**src/source/motor_defs.svh**
```systemverilog
`ifndef MOTOR_DEFS_SVH
`define MOTOR_DEFS_SVH

// Wishbone word address and data widths
`define MOTOR_ADDR_W        3
`define MOTOR_DATA_W        32

// register map, word addresses
`define MOTOR_REG_CTRL      3'd0
`define MOTOR_REG_PERIOD    3'd1
`define MOTOR_REG_MINPULSE  3'd2
`define MOTOR_REG_DUTY      3'd3
`define MOTOR_REG_STEPLEN   3'd4
`define MOTOR_REG_TOTALS    3'd5

// counter widths
`define MOTOR_PERIOD_W      12
`define MOTOR_WIDTH_W       16
`define MOTOR_STEP_W        24

`endif
```
**src/source/motorPkg.sv**
```systemverilog
`include "motor_defs.svh"

package motorPkg;

    // PWM timing, all values in clock cycles
    typedef struct packed {
        logic [`MOTOR_PERIOD_W-1:0] periodLen;
        logic [`MOTOR_PERIOD_W-1:0] minPulse;
        logic [`MOTOR_WIDTH_W-1:0]  dutyLen;
    } pwmConfigT;

    // direction 0 runs the forward step table, 1 runs it reversed
    typedef struct packed {
        logic                     run;
        logic                     direction;
        logic [`MOTOR_STEP_W-1:0] stepLen;
    } driveConfigT;

    // stepIdx runs 0 to 5, cycleLast marks the final cycle of step 5
    typedef struct packed {
        logic [2:0] stepIdx;
        logic       cycleLast;
    } stepInfoT;

    typedef struct packed {
        logic [`MOTOR_WIDTH_W-1:0] wantTotal;
        logic [`MOTOR_WIDTH_W-1:0] realTotal;
    } pulseTotalsT;

    // bit 0 is phase U, bit 1 is V, bit 2 is W
    typedef struct packed {
        logic [2:0] highSide;
        logic [2:0] lowSide;
    } gateDriveT;

endpackage

```
**src/source/motorPwmTop.sv**
```systemverilog
`include "motor_defs.svh"

module motorPwmTop (
    input  logic                       clk,
    input  logic                       rstN,
    input  logic                       cyc,
    input  logic                       stb,
    input  logic                       we,
    input  logic [`MOTOR_ADDR_W-1:0]   adr,
    input  logic [`MOTOR_DATA_W-1:0]   datIn,
    output logic [`MOTOR_DATA_W-1:0]   datOut,
    output logic                       ack,
    output logic                       pwm,
    output motorPkg::gateDriveT        gates
);
    import motorPkg::*;

    pwmConfigT   pwmCfg;
    driveConfigT driveCfg;
    stepInfoT    stepInfo;
    pulseTotalsT totals;

    motorRegs i_motorRegs (
        .clk       (clk),
        .rstN      (rstN),
        .cyc       (cyc),
        .stb       (stb),
        .we        (we),
        .adr       (adr),
        .datIn     (datIn),
        .datOut    (datOut),
        .ack       (ack),
        .totals    (totals),
        .cycleLast (stepInfo.cycleLast),
        .pwmCfg    (pwmCfg),
        .driveCfg  (driveCfg)
    );

    stepTimer i_stepTimer (
        .clk      (clk),
        .rstN     (rstN),
        .driveCfg (driveCfg),
        .step     (stepInfo)
    );

    pwmGenerator i_pwmGenerator (
        .clk    (clk),
        .rstN   (rstN),
        .pwmCfg (pwmCfg),
        .run    (driveCfg.run),
        .step   (stepInfo),
        .pwm    (pwm),
        .totals (totals)
    );

    gateMapper i_gateMapper (
        .clk       (clk),
        .rstN      (rstN),
        .step      (stepInfo),
        .run       (driveCfg.run),
        .direction (driveCfg.direction),
        .pwm       (pwm),
        .gates     (gates)
    );

endmodule

```
**src/source/gateMapper.sv**
```systemverilog
module gateMapper (
    input  logic                clk,
    input  logic                rstN,
    input  motorPkg::stepInfoT  step,
    input  logic                run,
    input  logic                direction,
    input  logic                pwm,
    output motorPkg::gateDriveT gates
);
    import motorPkg::*;

    localparam logic [2:0] PhaseU = 3'b001;
    localparam logic [2:0] PhaseV = 3'b010;
    localparam logic [2:0] PhaseW = 3'b100;

    logic [2:0] fwdHi;
    logic [2:0] fwdLo;
    logic [2:0] hiPhase;
    logic [2:0] loPhase;
    gateDriveT  gatesNext;

    // forward six-step table, high phase first
    always_comb begin
        case (step.stepIdx)
            3'd0:    {fwdHi, fwdLo} = {PhaseU, PhaseV};
            3'd1:    {fwdHi, fwdLo} = {PhaseU, PhaseW};
            3'd2:    {fwdHi, fwdLo} = {PhaseV, PhaseW};
            3'd3:    {fwdHi, fwdLo} = {PhaseV, PhaseU};
            3'd4:    {fwdHi, fwdLo} = {PhaseW, PhaseU};
            3'd5:    {fwdHi, fwdLo} = {PhaseW, PhaseV};
            default: {fwdHi, fwdLo} = {3'b000, 3'b000};
        endcase
    end

    always_comb begin
        // reverse rotation drives the same pair with the roles swapped
        hiPhase = direction ? fwdLo : fwdHi;
        loPhase = direction ? fwdHi : fwdLo;

        // high side is chopped, low side stays on for the whole step
        gatesNext.highSide = run ? (hiPhase & {3{pwm}}) : 3'b000;
        gatesNext.lowSide  = run ? loPhase : 3'b000;
    end

    // high and low phases always differ, so no leg ever shoots through
    always_ff @(posedge clk) begin
        if (!rstN) begin
            gates <= '0;
        end else begin
            gates <= gatesNext;
        end
    end

endmodule

```
**src/source/pwmGenerator.sv**
```systemverilog
`include "motor_defs.svh"

module pwmGenerator (
    input  logic                  clk,
    input  logic                  rstN,
    input  motorPkg::pwmConfigT   pwmCfg,
    input  logic                  run,
    input  motorPkg::stepInfoT    step,
    output logic                  pwm,
    output motorPkg::pulseTotalsT totals
);
    import motorPkg::*;

    logic [`MOTOR_WIDTH_W-1:0]  effWidth;
    logic [`MOTOR_PERIOD_W-1:0] periodCnt;
    logic                       reload;
    logic                       reloadQ;
    logic                       periodEnd;
    logic [`MOTOR_WIDTH_W-1:0]  carry;
    logic [`MOTOR_WIDTH_W-1:0]  pulseSum;
    logic [`MOTOR_WIDTH_W-1:0]  minPulseExt;
    logic                       belowMin;
    logic [`MOTOR_WIDTH_W-1:0]  pulseCnt;
    pulseTotalsT                acc;

    assign effWidth = run ? pwmCfg.dutyLen : '0;

    // period restarts on its last count, on the commutation wrap, or while idle
    assign reload = step.cycleLast | (periodCnt == 12'd1) | (effWidth == '0);

    always_ff @(posedge clk) begin
        if (!rstN) begin
            periodCnt <= '0;
        end else if (reload) begin
            periodCnt <= pwmCfg.periodLen;
        end else begin
            periodCnt <= periodCnt - 1'b1;
        end
    end

    // only the first reload of a run of reloads counts as a period end
    always_ff @(posedge clk) begin
        if (!rstN) begin
            reloadQ   <= 1'b0;
            periodEnd <= 1'b0;
        end else begin
            reloadQ   <= reload;
            periodEnd <= reload & ~reloadQ;
        end
    end

    assign minPulseExt = {{(`MOTOR_WIDTH_W-`MOTOR_PERIOD_W){1'b0}}, pwmCfg.minPulse};
    assign pulseSum    = carry + effWidth;
    assign belowMin    = pulseSum < minPulseExt;

    // short requests pile up in carry until they are wide enough to drive a MOSFET
    always_ff @(posedge clk) begin
        if (!rstN || !run) begin
            carry    <= '0;
            pulseCnt <= '0;
        end else if (periodEnd) begin
            if (belowMin) begin
                carry    <= pulseSum;
                pulseCnt <= '0;
            end else begin
                carry    <= '0;
                pulseCnt <= pulseSum;
            end
        end else if (pulseCnt != '0) begin
            pulseCnt <= pulseCnt - 1'b1;
        end
    end

    assign pwm = run & (pulseCnt != '0);

    // the gap between wantTotal and realTotal is what the minimum rule held back
    always_ff @(posedge clk) begin
        if (!rstN || step.cycleLast) begin
            acc <= '0;
        end else begin
            if (periodEnd) begin
                acc.wantTotal <= acc.wantTotal + effWidth;
            end
            if (pwm) begin
                acc.realTotal <= acc.realTotal + 1'b1;
            end
        end
    end

    assign totals = acc;

endmodule

```
**src/source/stepTimer.sv**
```systemverilog
`include "motor_defs.svh"

module stepTimer (
    input  logic                  clk,
    input  logic                  rstN,
    input  motorPkg::driveConfigT driveCfg,
    output motorPkg::stepInfoT    step
);
    import motorPkg::*;

    logic [`MOTOR_STEP_W-1:0] cycleCnt;
    logic [2:0]               stepIdx;
    logic                     stepEnd;
    stepInfoT                 stepNow;

    // one extra bit keeps the compare clean at the top of the range,
    // and a stepLen of zero behaves like a stepLen of one
    assign stepEnd = ({1'b0, cycleCnt} + 1'b1) >= {1'b0, driveCfg.stepLen};

    always_ff @(posedge clk) begin
        if (!rstN) begin
            cycleCnt <= '0;
            stepIdx  <= 3'd0;
        end else if (!driveCfg.run) begin
            // stopped motor parks on step 0 with a fresh count
            cycleCnt <= '0;
            stepIdx  <= 3'd0;
        end else if (stepEnd) begin
            cycleCnt <= '0;
            if (stepIdx == 3'd5) begin
                stepIdx <= 3'd0;
            end else begin
                stepIdx <= stepIdx + 3'd1;
            end
        end else begin
            cycleCnt <= cycleCnt + 1'b1;
        end
    end

    // cycleLast is the final clock of step 5, the wrap of the six-step cycle
    always_comb begin
        stepNow.stepIdx   = stepIdx;
        stepNow.cycleLast = driveCfg.run & stepEnd & (stepIdx == 3'd5);
    end

    assign step = stepNow;

endmodule

```
**src/source/motorRegs.sv**
```systemverilog
`include "motor_defs.svh"

module motorRegs (
    input  logic                       clk,
    input  logic                       rstN,
    input  logic                       cyc,
    input  logic                       stb,
    input  logic                       we,
    input  logic [`MOTOR_ADDR_W-1:0]   adr,
    input  logic [`MOTOR_DATA_W-1:0]   datIn,
    output logic [`MOTOR_DATA_W-1:0]   datOut,
    output logic                       ack,
    input  motorPkg::pulseTotalsT      totals,
    input  logic                       cycleLast,
    output motorPkg::pwmConfigT        pwmCfg,
    output motorPkg::driveConfigT      driveCfg
);
    import motorPkg::*;

    pulseTotalsT              totalsQ;
    logic                     request;
    logic [`MOTOR_DATA_W-1:0] readMux;

    // the master holds its request through the ack cycle, so mask it there
    assign request = cyc & stb & ~ack;

    always_ff @(posedge clk) begin
        if (!rstN) begin
            ack <= 1'b0;
        end else begin
            ack <= request;
        end
    end

    always_ff @(posedge clk) begin
        if (!rstN) begin
            pwmCfg   <= '0;
            driveCfg <= '0;
        end else if (request && we) begin
            case (adr)
                `MOTOR_REG_CTRL: begin
                    driveCfg.run       <= datIn[0];
                    driveCfg.direction <= datIn[1];
                end
                `MOTOR_REG_PERIOD:   pwmCfg.periodLen <= datIn[`MOTOR_PERIOD_W-1:0];
                `MOTOR_REG_MINPULSE: pwmCfg.minPulse  <= datIn[`MOTOR_PERIOD_W-1:0];
                `MOTOR_REG_DUTY:     pwmCfg.dutyLen   <= datIn[`MOTOR_WIDTH_W-1:0];
                `MOTOR_REG_STEPLEN:  driveCfg.stepLen <= datIn[`MOTOR_STEP_W-1:0];
                default: ;
            endcase
        end
    end

    // snapshot of the totals of the commutation cycle that just ended
    always_ff @(posedge clk) begin
        if (!rstN) begin
            totalsQ <= '0;
        end else if (cycleLast) begin
            totalsQ <= totals;
        end
    end

    always_comb begin
        readMux = '0;
        case (adr)
            `MOTOR_REG_CTRL: begin
                readMux[0] = driveCfg.run;
                readMux[1] = driveCfg.direction;
            end
            `MOTOR_REG_PERIOD:   readMux[`MOTOR_PERIOD_W-1:0] = pwmCfg.periodLen;
            `MOTOR_REG_MINPULSE: readMux[`MOTOR_PERIOD_W-1:0] = pwmCfg.minPulse;
            `MOTOR_REG_DUTY:     readMux[`MOTOR_WIDTH_W-1:0]  = pwmCfg.dutyLen;
            `MOTOR_REG_STEPLEN:  readMux[`MOTOR_STEP_W-1:0]   = driveCfg.stepLen;
            `MOTOR_REG_TOTALS:   readMux = {totalsQ.wantTotal, totalsQ.realTotal};
            default:             readMux = '0;
        endcase
    end

    // read data is captured with the edge that raises ack
    always_ff @(posedge clk) begin
        if (request) begin
            datOut <= readMux;
        end
    end

endmodule

```
**config.mk**
```make
export PLATFORM = sky130hd
export DESIGN_NAME = motorPwmTop
export DESIGN_NICKNAME = d
export VERILOG_FILES = /design/src/source/motorPkg.sv /design/src/source/motorPwmTop.sv /design/src/source/gateMapper.sv /design/src/source/pwmGenerator.sv /design/src/source/stepTimer.sv /design/src/source/motorRegs.sv
export VERILOG_INCLUDE_DIRS = /design/src /design/src/source
export SDC_FILE = /design/constraint.sdc
export NUM_CORES = 1
export LEC_CHECK = 0
export BUFFER_PORTS_ARGS = -buffer_cell sky130_fd_sc_hd__clkbuf_2
export CORE_ASPECT_RATIO = 2
export CORE_MARGIN = 3
export CORE_UTILIZATION = 25
export DETAILED_ROUTE_END_ITERATION = 7
export HOLD_SLACK_MARGIN = 0.08
export MAX_ROUTING_LAYER = met4
export SLEW_MARGIN = 0
export SYNTH_ARGS = -nofsm -noshare
export SYNTH_HDL_FRONTEND = slang
export SYNTH_SLANG_ARGS = --single-unit
```
**constraint.sdc**
```tcl
create_clock -name clk -period 4.6 [get_ports clk]
set_input_delay 0.23 -clock clk [delete_from_list [all_inputs] [get_ports clk]]
set_output_delay 0.23 -clock clk [all_outputs]
set_load 0.01 [all_outputs]
```
==> results.yml <==
detailed_routing:
  ant_nets: 0
  drt_iter0_drc: 467
  via_per_inst: 4.82
  routed_wirelength_um: 36900
  drc: 0
  wl_per_cell_um: 17.5
  first_pass_iters: 7
  vias: 10200
final_layout:
  fillers: 5065
  drive_above_1_share: 0.127
  area_growth_pct: 19.0
  fin_cells: 2112
  post-route-util: 0.303
  nNetsFinal: 1569
critical_path:
  worstReg2RegEnd: "i_pwmGenerator.pulseCnt[7]$_SDFFE_PN0P_"
  endpoint_kind: "flip-flop"
  setup.worst_path.class: "flip-flop to flip-flop"
  start_kind: "flip-flop"
  regToRegStartpoint: "i_motorRegs.driveCfg[25]$_SDFFE_PN0P_"
  rrSetupSlack_ns: 0.28
  cp_data_arrival_time_ns: 4.74
  worstPathCellList: "buf_4 > and2_1 > ha_1 > a2111oi_4 > o21ai_2 > a41oi_1 > xnor2_1 > ha_1 > nand4_1 > a21oi_1 > a221oi_1 > buf_4 > o2111ai_2 > o211a_2 > a22o_1"
  cpPeakStageDelay_ns: 0.40
  critPathRequiredTime_ns: 5.02
  crit_path_top_delay_cell: "o211a_2"
  rr_worst_depth: 15
  path_max_fanout: 16
timing:
  setup_viol: 0
  setup-tns-final_ns: 0
  fin_skew_ns: 0.0115
  max_freq_mhz: 232
  hold_violations: 0
  min_period_over_period: 0.939
  fin_crit_ns: 4.32
  rsz0062_at_grt: "false"
  worst_slew_pin_slew_ns: 1.03
  final-max-slew-violation-count: 0
  maxSlewHeadroom: 0.312
place:
  io_buffer_count: 71
  place.gp.congestion: 0.911
  dp.cells: 2038
  dp_hpwl_um: 28600
logic_synthesis:
  avgSynthCellArea_um2: 8.99
  syn_area_um2: 12200
  synth-edff-count: 32
  syn_nets: 1468
  synth_compound_gate_area_share: 0.139
  synth.area.mux_share: 0.0765
  synth_xor_area_frac: 0.0581
  yosys.area_share.adder: 0.0762
  ys.flop_type: "dfxtp_1"
  synthSimpleGateAreaFrac: 0.189
  async_flop_share: 0
  synth_top_family_by_area: "simple AND/OR/NAND/NOR gates"
  ys_types: 70
  syn-instance-count: 1355
  seq_area_frac_synth: 0.424
  yosysWarnings: 0
  ys_ff_latch: 242
grt:
  grt_pass1_wl_um: 57300
  antenna_found_initial: 7
  grt_max_degree: 60
  grt_pass1_vias: 10300
  grt-ovfl-total: 0
  grt_usage: 0.146
floorplanning:
  die_width_um: 162
  die_h_um: 318
  num_io_pins: 80
  initial_core_util: 0.255
  rows: 113
  dieArea_um2: 51600
  fp.coreArea_um2: 47800
pwr:
  p_leak_nw: 6.05
  power_density_nw_per_um2: 297
  pwr-share-comb: 0.047
  intPower_mw: 3.32
  peakVddDrop_v: 0.000241
  power_mw: 4.31
  p_seq_frac: 0.504
  p_sw_mw: 0.992
  sw_frac_of_total: 0.230
  p_clk_frac: 0.449
clocking:
  clkSinkCount: 242
  cts_buffers: 22
  clk_latency_ns: 0.53
  clkTransAtPathRegs_ns: 0.07
  ctsHtreeMaxLevel: 1
  cts_root_buf: "clkbuf_16"
  cts_tree: "done"
  clk_path_buf_depth: 3
min_path:
  hold_path_depth: 3
  hold_path_class: "input pin to flip-flop"
  min_to: "i_motorRegs.datOut[0]$_DFFE_PP_"
  worstHoldStart: "cyc"
outcome:
  status: "complete, no violations"
job:
  maxCapViolations: 0
[cell usage in the layout, fill, tap and decap left out, types with 26 or more instances in the layout]
cell	count
xor2_1	29
edfxtp_1	32
o21ai_0	28
and3_1	33
dfxtp_1	209
clkbuf_2	71
xnor2_1	49
buf_4	42
nand3_1	28
inv_1	50
ha_1	71
a21oi_1	111
dlygate4sd3_1	26
nand2_1	150
nor2_1	161
mux2i_1	92
[flip-flops by register name, indices dropped and copies added (netlist names)]
| signal | count |
|---|---|
| i_motorRegs.pwmCfg | 40 |
| i_motorRegs.datOut | 32 |
| i_motorRegs.totalsQ | 32 |
| i_pwmGenerator.totals | 32 |
| i_motorRegs.driveCfg | 26 |
| i_stepTimer.cycleCnt | 24 |
| i_pwmGenerator.carry | 16 |
| i_pwmGenerator.pulseCnt | 16 |
| i_pwmGenerator.periodCnt | 12 |
| i_gateMapper.gates | 6 |
| i_stepTimer.stepIdx | 3 |
| i_motorRegs.ack | 1 |
| i_pwmGenerator.periodEnd | 1 |
| i_pwmGenerator.reloadQ | 1 |
[how the worst max path moves through the flow]
| stage | start | to | slack, ns | cells past startpoint |
|---|---|---|---|---|
| 3_3_place_gp | i_motorRegs.driveCfg[25]$_SDFFE_PN0P_ | i_pwmGenerator.pulseCnt[0]$_SDFFE_PN0P_ | 0.27 | 15 |
| 2_1_floorplan | i_motorRegs.driveCfg[25]$_SDFFE_PN0P_ | i_pwmGenerator.pulseCnt[10]$_SDFFE_PN0P_ | 0.34 | 18 |
| 4_1_cts | i_motorRegs.driveCfg[25]$_SDFFE_PN0P_ | i_pwmGenerator.pulseCnt[7]$_SDFFE_PN0P_ | 0.16 | 15 |
| 6_report | i_motorRegs.driveCfg[25]$_SDFFE_PN0P_ | i_pwmGenerator.pulseCnt[7]$_SDFFE_PN0P_ | 0.28 | 15 |
| 3_5_place_dp | i_motorRegs.driveCfg[25]$_SDFFE_PN0P_ | i_pwmGenerator.pulseCnt[7]$_SDFFE_PN0P_ | 0.19 | 15 |
| 5_1_grt | i_stepTimer.cycleCnt[0]$_SDFF_PP0_ | i_pwmGenerator.periodCnt[4]$_SDFF_PN0_ | 0.008 | 17 |
[synthesized netlist by cell type, types with 14 or more instances]
cell type | instances | area, um^2
dfxtp_1 | 210 | 4200
nor2_1 | 162 | 608
nand2_1 | 150 | 563
a21oi_1 | 111 | 556
mux2i_1 | 92 | 921
ha_1 | 71 | 888
clkbuf_1 | 52 | 195
inv_1 | 50 | 188
xnor2_1 | 49 | 429
and3_1 | 33 | 206
edfxtp_1 | 32 | 961
xor2_1 | 30 | 263
nand3_1 | 28 | 140
o21ai_0 | 28 | 140
and2_1 | 21 | 131
a211oi_1 | 20 | 150
nor3_1 | 20 | 100
a221oi_1 | 15 | 131
a22o_1 | 15 | 131
nor2b_1 | 15 | 93.8
a21o_1 | 14 | 105
[routing by layer]
metal / GRT usage / share of wire / vias up
met3: 0.0238 / 0.047 / 124
met4: 0.107 / 0.081 / 0
met5: - / 0 / -
met2: 0.260 / 0.52 / 265
met1: 0.140 / 0.36 / 4818
li1: - / - / 4982
[area by class of cell]
cell class	instances	area [um^2]	area share
Clock buffer	33	683	0.0471
Multi-Input combinational cell	997	6600	0.455
Antenna cell	8	20.0	0.00138
Inverter	51	193	0.0133
Sequential cell	242	5170	0.356
Tap cell	632	791	0.0545
Timing Repair Buffer	142	982	0.0677
Clock inverter	7	65.1	0.00449
[critical path, delay by kind of cell (launching register included)]
family,cells,cell delay (ns)
fa+ha+maj,2,0.70
simple gates,2,0.44
compound gates,8,1.89
flops,1,0.39
xor+xnor,1,0.31
buf+inv,2,0.46
[logic make-up (layout without fill, tap and decap cells)]
logic type	count (synthesis)	after routing
compound gates	256	256
xor+xnor	80	80
fa+ha+maj	73	73
buf+inv	116	233
flops	242	242
mux	93	93
other cells	0	8
simple gates	495	495
[power by group through the flow]
stage	Clock, mW	Sequential, mW	Combinational [mW]
after global placement	0	2.22	0.186
after detailed placement	0	2.22	0.187
after global routing	2.05	2.17	0.222
final	1.93	2.17	0.204
after CTS	1.98	2.17	0.206
after floorplan	0	2.22	0.100
[what timing repair did]
action | 4_1_cts | 5_1_grt
setup endpoints to repair | 0 | 28
buffers inserted | 0 | 0
endpoints found under the hold margin | 65 | 0
gates resized for setup | 0 | 4
hold buffers | 26 | 0
[metrics by stage]
step,hold WS [ns],worst slack (ns),instance area (um^2)
floorplan,0.366,0.337,12200
global placement,0.381,0.274,13500
detailed placement,0.378,0.188,13500
CTS,0.150,0.163,14500
global route,0.166,0.00778,14500
finish,0.160,0.283,14500
Power figures use the tool's default switching activity.
